$ cat config.mk
export PLATFORM = sky130hd
export DESIGN_NAME = inst_queue
export DESIGN_NICKNAME = d
export VERILOG_FILES = /design/src/hdl/fetch_pkg.sv /design/src/hdl/inst_queue.sv
export SDC_FILE = /design/constraint.sdc
export NUM_CORES = 1
export LEC_CHECK = 0
export BUFFER_PORTS_ARGS = -buffer_cell sky130_fd_sc_hd__buf_4
export CAP_MARGIN = 10
export CORE_MARGIN = 2
export CORE_UTILIZATION = 45
export DETAILED_ROUTE_END_ITERATION = 6
export HOLD_SLACK_MARGIN = 0.12
export PLACE_DENSITY_LB_ADDON = 0.2
export SYNTH_ARGS = -nofsm -noshare
export SYNTH_HDL_FRONTEND = slang
export SYNTH_SLANG_ARGS = --single-unit
$ cat constraint.sdc
create_clock -name clk -period 2.5 [get_ports clk]
set_input_delay 0.25 -clock clk [delete_from_list [all_inputs] [get_ports clk]]
set_output_delay 0.25 -clock clk [all_outputs]
set_load 0.005 [all_outputs]
$ cat src/hdl/fetch_pkg.sv
package fetch_pkg;

	// ~~~~~~~~~~~~~~~~~~~~~~~~~~~~~~~~~~~~~~~~~~~~~~~~~~
	// Request from the PC generator to the cache.
	// ~~~~~~~~~~~~~~~~~~~~~~~~~~~~~~~~~~~~~~~~~~~~~~~~~~

	// The pc is always word aligned, so bits 1:0 are zero.
	typedef struct packed {
		logic [31:0] pc;
		logic        epoch; // Fetch generation, flipped by every redirect.
	} fetch_req_t;

	// ~~~~~~~~~~~~~~~~~~~~~~~~~~~~~~~~~~~~~~~~~~~~~~~~~~
	// Response from the cache to the instruction queue.
	// ~~~~~~~~~~~~~~~~~~~~~~~~~~~~~~~~~~~~~~~~~~~~~~~~~~

	// The epoch is copied from the request unchanged, so the queue
	// can tell which words were fetched before the last redirect.
	typedef struct packed {
		logic [31:0] pc;
		logic [31:0] inst;  // Instruction word read at pc.
		logic        epoch;
	} fetch_rsp_t;

endpackage

$ cat src/hdl/inst_queue.sv
`timescale 1ns/1ns

module inst_queue #(
	parameter int QUEUE_DEPTH = 4
) (
	input  logic                  clk,
	input  logic                  rst,
	input  fetch_pkg::fetch_rsp_t rsp,
	input  logic                  rsp_valid,
	output logic                  rsp_ready,
	input  logic                  cur_epoch,
	input  logic                  redirect_valid,
	output logic [31:0]           out_pc,
	output logic [31:0]           out_inst,
	output logic                  out_valid,
	input  logic                  out_ready
);

	localparam int PTR_W = (QUEUE_DEPTH > 1) ? $clog2(QUEUE_DEPTH) : 1;

	logic [31:0] pc_mem   [QUEUE_DEPTH];
	logic [31:0] inst_mem [QUEUE_DEPTH];

	logic [PTR_W-1:0] wr_ptr;
	logic [PTR_W-1:0] rd_ptr;
	logic [PTR_W:0]   count;
	logic             keep;
	logic             push;
	logic             pop;

	// Pointer step with wrap, so the depth need not be a power of two.
	function automatic logic [PTR_W-1:0] next_ptr(input logic [PTR_W-1:0] p);
		return (p == PTR_W'(QUEUE_DEPTH - 1)) ? '0 : p + 1'b1;
	endfunction

	assign rsp_ready = (count != (PTR_W+1)'(QUEUE_DEPTH));
	assign keep      = (rsp.epoch == cur_epoch); // Stale words are taken and dropped.
	assign push      = rsp_valid && rsp_ready && keep;
	assign pop       = out_valid && out_ready;

	// ~~~~~~~~~~~~~~~~~~~~~~~~~~~~~~~~~~~~~~~~~~~~~~~~~~
	// Pointers and fill level.
	// ~~~~~~~~~~~~~~~~~~~~~~~~~~~~~~~~~~~~~~~~~~~~~~~~~~

	always_ff @(posedge clk) begin
		if (rst || redirect_valid) begin
			wr_ptr <= '0;
			rd_ptr <= '0;
			count  <= '0;
		end else begin
			if (push) wr_ptr <= next_ptr(wr_ptr);
			if (pop)  rd_ptr <= next_ptr(rd_ptr);
			case ({push, pop})
				2'b10:   count <= count + 1'b1;
				2'b01:   count <= count - 1'b1;
				default: count <= count;
			endcase
		end
	end

	always_ff @(posedge clk) begin
		if (push) begin
			pc_mem[wr_ptr]   <= rsp.pc;
			inst_mem[wr_ptr] <= rsp.inst;
		end
	end

	assign out_valid = (count != '0);
	assign out_pc    = pc_mem[rd_ptr];
	assign out_inst  = inst_mem[rd_ptr];

endmodule

==> metrics.txt <==
DP HPWL roughly 11000 um; CTS clk-pin slew, worst paths 60 ps; final hold viol count 0; largest family of logic cells by synthesized area multiplexers; synthesized flop and latch total 265; compound-gate portion of the synthesized area less than 1%; Detailed Route WL approximately 18000 um; TritonCTS clock tree done; synthesized area 9720 um^2; io pins between 100 and 150; IO Port Bufs around 140; row count 53; DR pass1 iterations 4; Starting Density a little under half; worst-path maximum fanout 7; WS Path Type reg2reg; Post-Layout Cell Count 920; global route overflow 0; Final setup viols 0; Worst Skew ~7.5 ps; Synth Instances a little under 400; final setup TNS 0 ps; largest net degree at the start of global routing 44; antenna violations before repair 1; setup ws final roughly 55 ps; share of layout cells above drive strength 1 between 40% and 50%; CP endpoint kind flip-flop; Hold Startpoint out_ready; main flop type after synthesis edfxtp_1; xor/xnor share of the synthesized area 0.270%; post-synth cell types 30; first-pass GRT wire length between 20000 and 30000 um; most frequent cells in the layout edfxtp_1 (256), buf_4 (141), dlygate4sd3_1 (70); adder-cell share of the synthesized area less than 1%; # DRC 0; routability congestion estimate between 0.7 and 0.8; Pwr Density between 700 and 800 nW/um^2; period utilization just under 100%; WHS Path Cells 5; Filler cells approximately 1500; initial DRC count about 260; Largest delay share family, worst path simple AND/OR/NAND/NOR gates; die area 22800 um^2; leakage between 4 and 5 nW; Min Hold Slack 195 ps; syn nets ~470; sequential fraction of the synthesis area just over 80%; Post-Place Setup Slack 58.5 ps; average size of a mapped cell around 25 um^2; Critical Path AT roughly 2900 ps; vias 4725; Post-synth EDFFs around 260; yosys warns 0; Die Height about 150 um; Synth Area in Simple Gates 1.24%; Slew @ Worst Pin 415 ps; CP startpoint kind flip-flop; clk sinks ~270; Max Slew Vio Count 0; WL per Instance between 20 and 25 um; Final ANT Viol Nets 0; Worst R2R End count[2]; nets@finish approximately 700; Peak Freq about 410 MHz; CTS Buf Count 28; r2r startpoint count[1]; most common library cell in the layout ignoring fill and taps edfxtp_1; Worst EP required 2940 ps; CTS H-tree lvls 1; die width between 150 and 200 um; number of max-cap violations 0; Crit path buffers/inverters 2; Max VDD drop approximately 800 uV; flop2flop setup slack ~55 ps; max incr delay on CP roughly 420 ps; Slowest-stage cell, CP or3_2; clk_lat worst skew 510 ps; GRT Total Usage between 10% and 20%; R2R depth 9; worst path cell trace or3b_4 > and3_4 > inv_1 > ha_2 > inv_1 > fa_1 > xor2_1 > or3_2 > a21oi_1; vias per cell roughly 5.1; area of the core approximately 21000 um^2; vias in the first global route roughly 5300; Tmin final roughly 2400 ps; Worst slew margin 72.3%; status completed; placed cell count approximately 800; fraction of registers with async set/reset 0%; mux contribution to synthesized area 15.0%; clock buffer depth 3; synth-to-layout area growth 31.8%; critical path's most frequent cell inv_1; Hold WC Path Type in2reg; Root Driver clkbuf_16
==> tightest hold or removal path: stages <==
cell and delay, ps:
buf_4 80, o31ai_1 60, buf_4 140, nand2_1 60, a21oi_1 70
==> worst max-delay path by stage <==
| stage | from | depth (start not counted) | slack [ps] | endpoint |
|---|---|---|---|---|
| finish | count[1] | 9 | 60 | count[2] |
| floorplan | count[2] | 10 | 120 | count[2] |
| CTS | count[2] | 9 | 30 | count[2] |
| global placement | count[2] | 9 | 140 | count[2] |
| global route | count[1] | 9 | -9 | count[2] |
| detailed placement | count[2] | 9 | 60 | count[2] |
==> through the flow <==
stage,power [mW],utilization (%),instance area [um^2]
2_1_floorplan,5.24,-,9720
3_3_place_gp,5.51,53.2,11200
3_5_place_dp,5.53,53.2,11200
4_1_cts,9.48,60.7,12800
5_1_grt,9.71,60.7,12800
6_report,9.36,60.7,12800
==> cell type report <==
| class | instances | area (um^2) | area share, % |
|---|---|---|---|
| inverter | 7 | 26.3 | 0.205 |
| sequential | 265 | 7880 | 61.5 |
| antenna | 2 | 5.00 | 0.0391 |
| multi-input combinational | 102 | 1750 | 13.7 |
| tap | 275 | 344 | 2.69 |
| clock buffer | 34 | 744 | 5.81 |
| timing repair buffer | 220 | 1940 | 15.1 |
| clock inverter | 15 | 119 | 0.928 |
==> layer usage <==
metal | up-vias | global-route usage [%] | share of wire, %
li1 | 2126 | - | -
met1 | 2462 | 20.8 | 41
met2 | 114 | 28.9 | 53
met3 | 23 | 3.73 | 5.3
met4 | 0 | 3.79 | 1.2
met5 | - | 0 | 0
==> logic make-up (layout without fill, tap and decap cells) <==
group           after synthesis  after routing
simple gates                 20             20
mux                          66             66
other cells                   0              2
flops                       265            265
xor+xnor                      3              3
buf+inv                      23            276
compound gates                6              6
fa+ha+maj                     7              7
==> repair_timing <==
| action | CTS | global route |
|---|---|---|
| gates resized for setup | 0 | 4 |
| hold buffers | 70 | 0 |
| buffers inserted | 0 | 1 |
| hold endpoints to repair | 265 | 0 |
| endpoints found under the setup margin | 0 | 1 |
==> Yosys cell counts (2+ instances only) <==
cell        n  area [um^2]
nand2_1     3         11.3
or3_2       2         15.0
buf_1       6         22.5
edfxtp_1  256         7690
and2_1      2         12.5
inv_1       7         26.3
xor2_1      2         17.5
ha_1        6         75.1
and2_2      2         15.0
mux4_2     64         1440
mux2i_1     2         20.0
buf_2       6         30.0
dfxtp_1     9          180
nor2_1      5         18.8
a21oi_1     3         15.0
==> flip-flops by register name, indices dropped and copies added, names as in the netlist, named ones only <==
register	count
pc_mem	128
rd_ptr	2
count	3
inst_mem	128
wr_ptr	2
==> power by group <==
group	internal (mW)	switching [mW]	total (mW)	leakage [nW]
logic	0.321	0.216	0.537	1.51
clock network	2.30	1.55	3.85	0.431
registers	4.96	0.0205	4.98	2.40
No activity file was read; power rests on OpenSTA's default activity.
