$ cat src/hdl/fetch_pkg.sv
package fetch_pkg;

	// ~~~~~~~~~~~~~~~~~~~~~~~~~~~~~~~~~~~~~~~~~~~~~~~~~~
	// Request from the PC generator to the cache.
	// ~~~~~~~~~~~~~~~~~~~~~~~~~~~~~~~~~~~~~~~~~~~~~~~~~~

	// The pc is always word aligned, so bits 1:0 are zero.
	typedef struct packed {
		logic [31:0] pc;
		logic        epoch; // Fetch generation, flipped by every redirect.
	} fetch_req_t;

	// ~~~~~~~~~~~~~~~~~~~~~~~~~~~~~~~~~~~~~~~~~~~~~~~~~~
	// Response from the cache to the instruction queue.
	// ~~~~~~~~~~~~~~~~~~~~~~~~~~~~~~~~~~~~~~~~~~~~~~~~~~

	// The epoch is copied from the request unchanged, so the queue
	// can tell which words were fetched before the last redirect.
	typedef struct packed {
		logic [31:0] pc;
		logic [31:0] inst;  // Instruction word read at pc.
		logic        epoch;
	} fetch_rsp_t;

endpackage

$ cat src/hdl/fetch_pc_gen.sv
`timescale 1ns/1ns

module fetch_pc_gen #(
	parameter logic [31:0] RESET_PC = 32'h0000_0000
) (
	input  logic                 clk,
	input  logic                 rst,
	input  logic                 redirect_valid,
	input  logic [31:0]          redirect_pc,
	output fetch_pkg::fetch_req_t req,
	output logic                 req_valid,
	input  logic                 req_ready,
	output logic                 cur_epoch
);

	logic [31:0] pc;
	logic        epoch;
	logic        valid_q;
	logic        fire;

	assign fire = valid_q && req_ready;

	// ~~~~~~~~~~~~~~~~~~~~~~~~~~~~~~~~~~~~~~~~~~~~~~~~~~
	// PC and epoch registers.
	// ~~~~~~~~~~~~~~~~~~~~~~~~~~~~~~~~~~~~~~~~~~~~~~~~~~

	always_ff @(posedge clk) begin
		if (rst) begin
			pc      <= {RESET_PC[31:2], 2'b00};
			epoch   <= 1'b0;
			valid_q <= 1'b0;
		end else begin
			valid_q <= 1'b1; // A request is offered every cycle once out of reset.
			if (redirect_valid) begin
				// A redirect wins over a stalled or accepted request.
				// Anything already in flight carries the old epoch.
				pc    <= {redirect_pc[31:2], 2'b00};
				epoch <= ~epoch;
			end else if (fire) begin
				pc <= pc + 32'd4;
			end
		end
	end

	assign req = '{pc: pc, epoch: epoch};
	assign req_valid = valid_q;

	// The queue compares returning words against this.
	assign cur_epoch = epoch;

endmodule

$ cat config.mk
export PLATFORM = sky130hd
export DESIGN_NAME = fetch_pc_gen
export DESIGN_NICKNAME = d
export VERILOG_FILES = /design/src/hdl/fetch_pkg.sv /design/src/hdl/fetch_pc_gen.sv
export SDC_FILE = /design/constraint.sdc
export NUM_CORES = 1
export LEC_CHECK = 0
export BUFFER_PORTS_ARGS = -buffer_cell sky130_fd_sc_hd__buf_2
export CAP_MARGIN = 20
export CORE_MARGIN = 3
export CORE_UTILIZATION = 35
export DETAILED_ROUTE_END_ITERATION = 10
export GPL_TIMING_DRIVEN = 1
export PLACE_DENSITY = 0.58
export SETUP_SLACK_MARGIN = 0.2
export SYNTH_ARGS = -nofsm -noshare
export SYNTH_HDL_FRONTEND = slang
export SYNTH_SLANG_ARGS = --single-unit
$ cat constraint.sdc
create_clock -name clk -period 1.9 [get_ports clk]
set_input_delay 0.095 -clock clk [delete_from_list [all_inputs] [get_ports clk]]
set_output_delay 0.095 -clock clk [all_outputs]
set_load 0.03 [all_outputs]
==> metrics, run 1 <==
run status=finished clean; most numerous cell types in the synthesized netlist=sky130_fd_sc_hd__dfxtp_1 (32), sky130_fd_sc_hd__nor2_1 (26), sky130_fd_sc_hd__nand2_1 (21); CP max stage cell=sky130_fd_sc_hd__or4_4; maximum resistive drop on vdd=slightly below 0.0005 V; area delta synth->final=38.44%; category of the critical setup timing path=flip-flop to flip-flop; final setup violation count=0; die area=roughly 6500 µm²; max frequency=between 0.5 and 0.6 GHz; reported leakage power=~1.1 nW; Clk Latency, worst-skew pair=roughly 0.28 ns; first-pass GRT wire length=a little under 10000 µm; number of cells produced by synthesis=approximately 250; Worst setup endpoint=pc[20]$_SDFFE_PP0P_; core outline area=5270 µm²; placer congestion estimate=a little over 0.8; sequential standard cell area=a little under 700 µm²; count of endpoints failing hold in the final timing report=0; antenna violations before repair=0; stages on the worst setup path=5; clock buffers created by TritonCTS=5; total clock sinks=32; via count of the first global-routing pass=between 1.5k and 2k; Overall Global Routing Usage=18.70%; PD cells=between 600 and 700 nW/µm²; most repeated cell in the gate-level netlist after synthesis=sky130_fd_sc_hd__dfxtp_1; CTS Hold Buffers Added=0; Main synth FF type=sky130_fd_sc_hd__dfxtp_1; finished layout cell area=around 2700 µm²; die height=between 80 and 90 µm; cell area after synthesis=1959 µm²; clock tree root buffer cell=sky130_fd_sc_hd__clkbuf_8; filler cell count=536; initial core utilization=a little under two fifths; cell family with most CP delay=simple AND/OR/NAND/NOR gates; count of standard-cell rows=26; Avg Inst Size Synth=roughly 8 µm²; clk slew on worst S/H paths=around 0.07 ns; placed inst area=~2500 µm²; number of port buffers=66; Setup crit start kind=flip-flop; sum of negative setup slack=0 ns; detailed placement HPWL=~4300 µm; maximum buffer depth of the clock tree=2; clock tree from TritonCTS=yes; Net count, final=362; floorplan die width=80.82 µm; RSZ-0062 raised after global routing=true; critical path fanouts, max=5; level count of the clock H-tree=2; number of enable-type register cells in the synthesized netlist=0; sequential share of the synthesized area=32.69%; total detailed-routing wirelength=approximately 5800 µm; depth of the most critical reg-to-reg path=5; CP arrival=1.87 ns; required arrival time at the worst endpoint=2.05 ns; final clock skew=about 0.0045 ns; Synth area leader=sky130_fd_sc_hd__dfxtp_1; crit path launch=pc[9]$_SDFFE_PP0P_; post-detailed-route DRC marker count=0; number of warnings issued by yosys=0; critical path cell sequence=nand4_1 -> buf_4 -> or4_4 -> nor4b_2 -> a2111oi_1; Vias/cell=between 5 and 6; leading post-synthesis cells by cell area=sky130_fd_sc_hd__dfxtp_1 (33%), sky130_fd_sc_hd__a211oi_1 (5.0%), sky130_fd_sc_hd__nor2_1 (5.0%); total vias in the final route=approximately 2.1k; source of the worst register-to-register timing path=pc[9]$_SDFFE_PP0P_; largest net degree at the start of global routing=23; post-route ant nets=0; first-pass detailed-route iteration total=4; reg-to-reg critical path endpoint=pc[20]$_SDFFE_PP0P_; max-cap violations=0; crit path capture type=flip-flop; post-synthesis cell type count=48; Pins Over Slew Limit=0; Yosys reg bits=32; detail-routed net length per standard cell=between 10 and 15 µm; remaining global-route overflow=0; fraction of final layout cells sized beyond drive strength 1=between 40% and 50%; sum of buffers and inverters on the critical path=1; DR iter-0 viols=74; share of async-settable or async-resettable flops after synthesis=0%; Top-Level Pins=71; final critical path time including I/O delays and setup=around 1.7 ns; worst-case register-to-register setup slack=0.18 ns; share of the synthesized area in the top cell type=32.69%; Hold Path Class=input port to flip-flop; delay of the slowest cell on the worst path=about 0.57 ns; multi-input combinational cell area=roughly 1300 µm²; crit share post-route=around nine tenths
[flip-flops by register name (all words and copies together) (netlist names)]
register / count
cur_epoch: 1
pc: 30
req_valid: 1
[report_power, final]
group          switching (mW)  total, mW  leakage (nW)  internal [mW]
combinational           0.234      0.375         0.815          0.141
clock                   0.254      0.509        0.0399          0.255
sequential             0.0612      0.780         0.273          0.719
total                   0.549       1.66          1.13           1.11
[how the worst min path moves through the flow]
stage	cells after the start	startpoint	endpoint	slack [ns]
finish	2	redirect_pc[4]	pc[4]$_SDFFE_PP0P_	0.04
floorplan	2	redirect_pc[2]	pc[2]$_SDFFE_PP0P_	0.23
detailed placement	2	redirect_pc[4]	pc[4]$_SDFFE_PP0P_	0.34
global placement	2	redirect_pc[4]	pc[4]$_SDFFE_PP0P_	0.33
CTS	2	redirect_pc[4]	pc[4]$_SDFFE_PP0P_	0.04
global route	2	redirect_pc[4]	pc[4]$_SDFFE_PP0P_	0.04
[repair_timing]
action,in CTS,in global routing
resized for setup,8,12
pin swaps,8,2
endpoints found under the setup margin,7,13
buffers inserted,4,1
[per-layer routing]
metal,global-route usage (%),share of wire (%),wire (µm),vias to the layer above
met5,0,0,0,-
li1,-,-,-,1084
met3,4.767,7.0,406,2
met1,26.57,48,2781,981
met4,6.081,0.47,27,0
met2,27.42,44,2553,68
[layout make-up]
class | count | area share [%]
Sequential cell | 32 | 25.23
Clock buffer | 7 | 2.814
Inverter | 16 | 2.214
Antenna cell | 1 | 0.09225
Tap cell | 70 | 3.229
Timing Repair Buffer | 88 | 19.00
Clock inverter | 1 | 0.1384
Multi-Input combinational cell | 182 | 47.28
[placed cells by master (no fill, tap or decap), types with 9 or more instances in the layout]
master                     instances
sky130_fd_sc_hd__xnor2_1           9
sky130_fd_sc_hd__nand3_1           9
sky130_fd_sc_hd__buf_2            66
sky130_fd_sc_hd__nand2_1          21
sky130_fd_sc_hd__inv_1            16
sky130_fd_sc_hd__nor3_1           11
sky130_fd_sc_hd__nor2_1           26
sky130_fd_sc_hd__buf_4            19
sky130_fd_sc_hd__dfxtp_1          15
sky130_fd_sc_hd__a211oi_1         13
sky130_fd_sc_hd__dfxtp_4           9
sky130_fd_sc_hd__nand4_1          11
[through the flow]
| stage | utilization (%) | hold WS [ns] | setup slack, ns | cells | power (mW) |
|---|---|---|---|---|---|
| floorplan | - | 0.2293 | 0.09822 | 249 | 1.031 |
| global placement | 47.44 | 0.3266 | 0.1464 | 383 | 1.151 |
| detailed placement | 47.44 | 0.3351 | 0.1013 | 383 | 1.156 |
| CTS | 50.21 | 0.03915 | 0.1594 | 395 | 1.670 |
| global route | 51.42 | 0.03963 | 0.1121 | 396 | 1.755 |
| finish | 51.47 | 0.03990 | 0.1849 | 397 | 1.664 |
[worst reg2reg max path: cells and delay by family, from the launching register on]
kind	cells	cell delay, ns
compound gates	1	0.08
simple gates	3	0.95
flops	1	0.37
buf+inv	1	0.19
[logic make-up (layout without fill, tap and decap cells)]
family,after synthesis,count (layout),synth area share [%]
fa+ha+maj,1,1,0.6385
mux,1,1,0.5109
xor+xnor,12,12,5.364
buf+inv,35,112,7.535
simple gates,114,114,32.82
compound gates,52,52,20.24
other cells,1,3,0.1914
flops,32,32,32.69
Note: power is estimated with default switching activity, not from simulation.
==> run 2: changes to the inputs <==
SETUP_SLACK_MARGIN = 0.1   (was 0.2)
==> metrics, run 2 (synthesized netlist as in run 1, its figures left out) <==
area delta synth->final=38.19%; final critical path time including I/O delays and setup=roughly 1.8 ns; core outline area=roughly 5300 µm²; Vias/cell=5.277; first-pass GRT wire length=8804 µm; Pins Over Slew Limit=0; RSZ-0062 raised after global routing=true; Sequential Power Share=between 40% and 50%; flip-flop count of the largest register after layout=30; number of port buffers=66; Comb power frac=between 20 and 25%; detail-routed net length per standard cell=14.24 µm; crit share post-route=92.96%; largest reg by FF count=pc; sum of negative setup slack=0 ns; Cell Count Post-Placement=about 380; antenna violations before repair=0; reported leakage power=~1.1 nW; floorplan die width=~81 µm; Hold Path Class=input port to flip-flop; maximum buffer depth of the clock tree=2; total detailed-routing wirelength=around 5700 µm; clock tree from TritonCTS=yes; CP arrival=1.95 ns; first-pass detailed-route iteration total=4; Top-Level Pins=between 70 and 80; total clock sinks=32; required arrival time at the worst endpoint=between 2 and 2.5 ns; commonest cells after routing, fill and taps aside=sky130_fd_sc_hd__buf_2 (66), sky130_fd_sc_hd__nor2_1 (26), sky130_fd_sc_hd__buf_4 (23); filler cell count=545; final setup violation count=0; count of standard-cell rows=26; DR iter-0 viols=96; clock tree root buffer cell=sky130_fd_sc_hd__clkbuf_8; initial core utilization=between 30% and 40%; worst hold path cell count=2; post-route ant nets=0; commonest non-fill, non-tap cell in the layout=sky130_fd_sc_hd__buf_2; crit path capture type=flip-flop; hold_sp=redirect_pc[4]; worst-case register-to-register setup slack=around 0.13 ns; final clock skew=~0.012 ns; post-detailed-route DRC marker count=0; count of endpoints failing hold in the final timing report=0; Clk Latency, worst-skew pair=0.29 ns; placed inst area=2482 µm²; depth of the most critical reg-to-reg path=4; sum of internal, switching and leakage power=about 1.7 mW; die area=6532 µm²; power dissipated by switching net loads=between 0.5 and 0.6 mW; multi-input combinational cell area=between 1000 and 1500 µm²; critical path fanouts, max=4; source of the worst register-to-register timing path=pc[8]$_SDFFE_PP0P_; part of the power in the clock network=a little under a third; detailed placement HPWL=between 4000 and 5000 µm; via count of the first global-routing pass=around 1.8k; PD cells=615.9 nW/µm²; total vias in the final route=~2.1k; die height=80.82 µm; finished layout cell area=2708 µm²; reg-to-reg critical path endpoint=pc[21]$_SDFFE_PP0P_; level count of the clock H-tree=2; clk slew on worst S/H paths=0.07 ns; Hold Path End=pc[4]$_SDFFE_PP0P_; maximum resistive drop on vdd=~0.00032 V; placer congestion estimate=around 0.80; count of antenna diodes in the layout=0; run status=finished clean; sequential standard cell area=681.9 µm²; category of the critical setup timing path=flip-flop to flip-flop; max frequency=approximately 0.57 GHz; Overall Global Routing Usage=17.13%; Net count, final=approximately 370; largest net degree at the start of global routing=28; fraction of final layout cells sized beyond drive strength 1=about two fifths; Final Instance Count excl. Fillers=roughly 400; clock buffers created by TritonCTS=5; Setup crit start kind=flip-flop; proportion of total power due to net switching=between 30% and 40%; internal power consumption=between 1 and 1.5 mW; max-cap violations=0; remaining global-route overflow=0
[run 2: cell types whose count changed in the layout (fill, tap and decap cells not counted), moves of 2 or more]
| cell | delta |
|---|---|
| sky130_fd_sc_hd__a221oi_1 | +2 |
| sky130_fd_sc_hd__nor4_4 | -2 |
| sky130_fd_sc_hd__a221oi_2 | -2 |
| sky130_fd_sc_hd__dfxtp_1 | +2 |
| sky130_fd_sc_hd__buf_4 | +4 |
| sky130_fd_sc_hd__dfxtp_2 | -2 |
[run 2: cell type report]
class	instances	area share (%)
flip-flops and latches	32	25.18
repair buffers	93	20.56
clock buffers	7	2.819
clock inverters	1	0.1386
inverters	16	2.218
well taps	70	3.235
multi-input cells	182	45.84
[run 2: power groups by stage]
stage                     registers [mW]  logic (mW)  clock network (mW)
after floorplan                    0.881       0.147                   0
after global placement             0.795       0.348                   0
after detailed placement           0.796       0.349                   0
after CTS                          0.781       0.351               0.534
after global routing               0.787       0.406               0.559
final                              0.778       0.374               0.515
[run 2: worst max-delay path by stage]
stage | from | to | slack, ns | depth (start not counted)
2_1_floorplan | pc[2]$_SDFFE_PP0P_ | pc[20]$_SDFFE_PP0P_ | 0.08 | 5
3_5_place_dp | pc[2]$_SDFFE_PP0P_ | pc[20]$_SDFFE_PP0P_ | 0.08 | 7
6_report | pc[8]$_SDFFE_PP0P_ | pc[21]$_SDFFE_PP0P_ | 0.13 | 4
4_1_cts | pc[2]$_SDFFE_PP0P_ | pc[20]$_SDFFE_PP0P_ | 0.12 | 5
5_1_grt | pc[6]$_SDFFE_PP0P_ | pc[27]$_SDFFE_PP0P_ | 0.04 | 5
3_3_place_gp | pc[2]$_SDFFE_PP0P_ | pc[20]$_SDFFE_PP0P_ | 0.14 | 7
[run 2: worst max-delay path, cell delays in order (launching register included)]
cell                        delay [ns]
sky130_fd_sc_hd__dfxtp_4          0.36
sky130_fd_sc_hd__nand4_1          0.20
sky130_fd_sc_hd__or4_4            0.56
sky130_fd_sc_hd__or2_1            0.26
sky130_fd_sc_hd__a2111oi_2        0.31
[run 2: layer usage]
metal	up-vias	track usage (%)	routed length (µm)
met4	0	5.068	65
met5	-	0	0
li1	1090	-	-
met3	6	4.767	393
met2	60	24.79	2469
met1	960	24.53	2784
[run 2: stage by stage]
| step | util, % | setup slack, ns | hold slack [ns] |
|---|---|---|---|
| floorplan | - | 0.08012 | 0.2293 |
| global placement | 47.10 | 0.1362 | 0.3247 |
| detailed placement | 47.10 | 0.08206 | 0.3297 |
| CTS | 48.62 | 0.1172 | 0.03011 |
| global route | 51.38 | 0.04264 | 0.04902 |
| finish | 51.38 | 0.1337 | 0.03508 |
[run 2: repair_timing]
item / in CTS / in global routing
hold buffers: 0 / 0
setup endpoints to repair: 1 / 8
resized for setup: 0 / 18
endpoints found under the hold margin: 0 / 0
pin swaps: 1 / 6
setup buffers: 0 / 9
==> run 3: changes to the inputs <==
CORE_UTILIZATION = 32   (was 35)
PLACE_DENSITY = 0.54   (was 0.58)
RECOVER_POWER = 50   (was not set)
==> metrics, run 3 (synthesized netlist as in run 1, its figures left out) <==
largest reg by FF count=pc; delay of the slowest cell on the worst path=around 0.59 ns; first-pass GRT wire length=9756 µm; finished layout cell area=around 2700 µm²; Setup crit start kind=flip-flop; flip-flop count of the largest register after layout=30; Final Instance Count excl. Fillers=403; Cell Count Post-Placement=around 380; CP max stage cell=sky130_fd_sc_hd__or4_4; RSZ-0062 raised after global routing=true; maximum buffer depth of the clock tree=2; total detailed-routing wirelength=about 5900 µm; critical path cell sequence=nand4_4 -> or4_4 -> or2_4 -> a2111oi_4; clk slew on worst S/H paths=about 0.070 ns; PD cells=around 630 nW/µm²; post-route ant nets=0; via count of the first global-routing pass=between 1.5k and 2k; remaining global-route overflow=0; Pins Over Slew Limit=0; level count of the clock H-tree=2; Hold Path Class=input port to flip-flop; fraction of final layout cells sized beyond drive strength 1=31.42%; hold_ws=roughly 0.044 ns; Overall Global Routing Usage=between 15 and 20%; max frequency=0.5667 GHz; maximum resistive drop on vdd=~0.00037 V; source of the worst register-to-register timing path=pc[6]$_SDFFE_PP0P_; largest net degree at the start of global routing=30; core outline area=5709 µm²; crit path capture type=flip-flop; category of the critical setup timing path=flip-flop to flip-flop; die area=slightly above 7000 µm²; reported leakage power=about 1 nW; sum of negative setup slack=0 ns; total vias in the final route=roughly 2.2k; initial core utilization=around a third; detailed placement HPWL=4251 µm; final setup violation count=0; final critical path time including I/O delays and setup=roughly 1.8 ns; total clock sinks=32; CP arrival=1.95 ns; first-pass detailed-route iteration total=4; crit path launch=pc[6]$_SDFFE_PP0P_; sum of internal, switching and leakage power=between 1.5 and 2 mW; detail-routed net length per standard cell=14.69 µm; post-detailed-route DRC marker count=0; die height=84.25 µm; CTS Hold Buffers Added=0; critical path fanouts, max=4; placed inst area=between 2000 and 2500 µm²; Vias/cell=approximately 5.4; clock buffers created by TritonCTS=5; number of port buffers=66; slew of the pin with the lowest slew margin=1.008 ns; hold_sp=redirect_pc[4]; commonest non-fill, non-tap cell in the layout=sky130_fd_sc_hd__buf_2; count of endpoints failing hold in the final timing report=0; max-cap violations=0; run status=finished clean; count of antenna diodes in the layout=0; Top-Level Pins=between 70 and 80; final clock skew=around 0.0055 ns; Net count, final=between 300 and 400; clock tree root buffer cell=sky130_fd_sc_hd__clkbuf_8; floorplan die width=about 84 µm; worst slew margin relative to its limit=between 30% and 40%; placer congestion estimate=0.8069; area delta synth->final=39.02%; clock tree from TritonCTS=yes; count of standard-cell rows=27; antenna violations before repair=0; crit share post-route=92.87%; required arrival time at the worst endpoint=about 2.1 ns; commonest cells after routing, fill and taps aside=sky130_fd_sc_hd__buf_2 (35), sky130_fd_sc_hd__clkbuf_1 (33), sky130_fd_sc_hd__nor2_1 (26); DR iter-0 viols=76; filler cell count=approximately 600; Clk Latency, worst-skew pair=around 0.28 ns
-- run 3: final timing paths --
check | to | slack (ns) | depth (start not counted)
hold reg to reg | pc[3]$_SDFFE_PP0P_ | 0.53 | 2
setup reg to reg | pc[21]$_SDFFE_PP0P_ | 0.14 | 4
setup / recovery | pc[21]$_SDFFE_PP0P_ | 0.14 | 4
hold / removal | pc[4]$_SDFFE_PP0P_ | 0.04 | 2
-- run 3: area by class of cell --
type,instances,area [µm²],share of cell area (%)
clock buffers,8,90.09,3.307
well taps,72,90.09,3.307
multi-input cells,182,1271,46.67
repair buffers,93,530.5,19.48
flip-flops and latches,32,681.9,25.03
inverters,16,60.06,2.205
-- run 3: power by group --
| group | switching (mW) | internal (mW) |
|---|---|---|
| combinational | 0.234 | 0.135 |
| sequential | 0.0634 | 0.718 |
| clock | 0.263 | 0.296 |
| total | 0.560 | 1.15 |
-- run 3: per-stage QoR --
step	utilization, %	worst slack (ns)
finish	47.71	0.1355
CTS	45.21	0.1027
detailed placement	43.48	0.02530
floorplan	-	0.08012
global placement	43.48	0.1242
global route	47.71	0.01114
-- run 3: layer usage --
layer / share of wire, % / GRT usage (%)
met1: 49 / 24.04
met2: 44 / 24.82
met3: 6.2 / 3.925
met4: 1.2 / 4.825
met5: 0 / 0
-- run 3: worst max-delay path, delay by kind of cell (launching register included) --
| family | cells | cell delay, ns |
|---|---|---|
| AOI/OAI and AO/OA | 1 | 0.33 |
| DFF | 1 | 0.37 |
| and+or+nand+nor | 3 | 0.97 |
-- run 3: timing repair --
item / 4_1_cts / 5_1_grt
setup buffers: 0 / 11
cloned: 0 / 0
resized for setup: 3 / 17
pin swaps: 2 / 9
endpoints found under the setup margin: 2 / 10
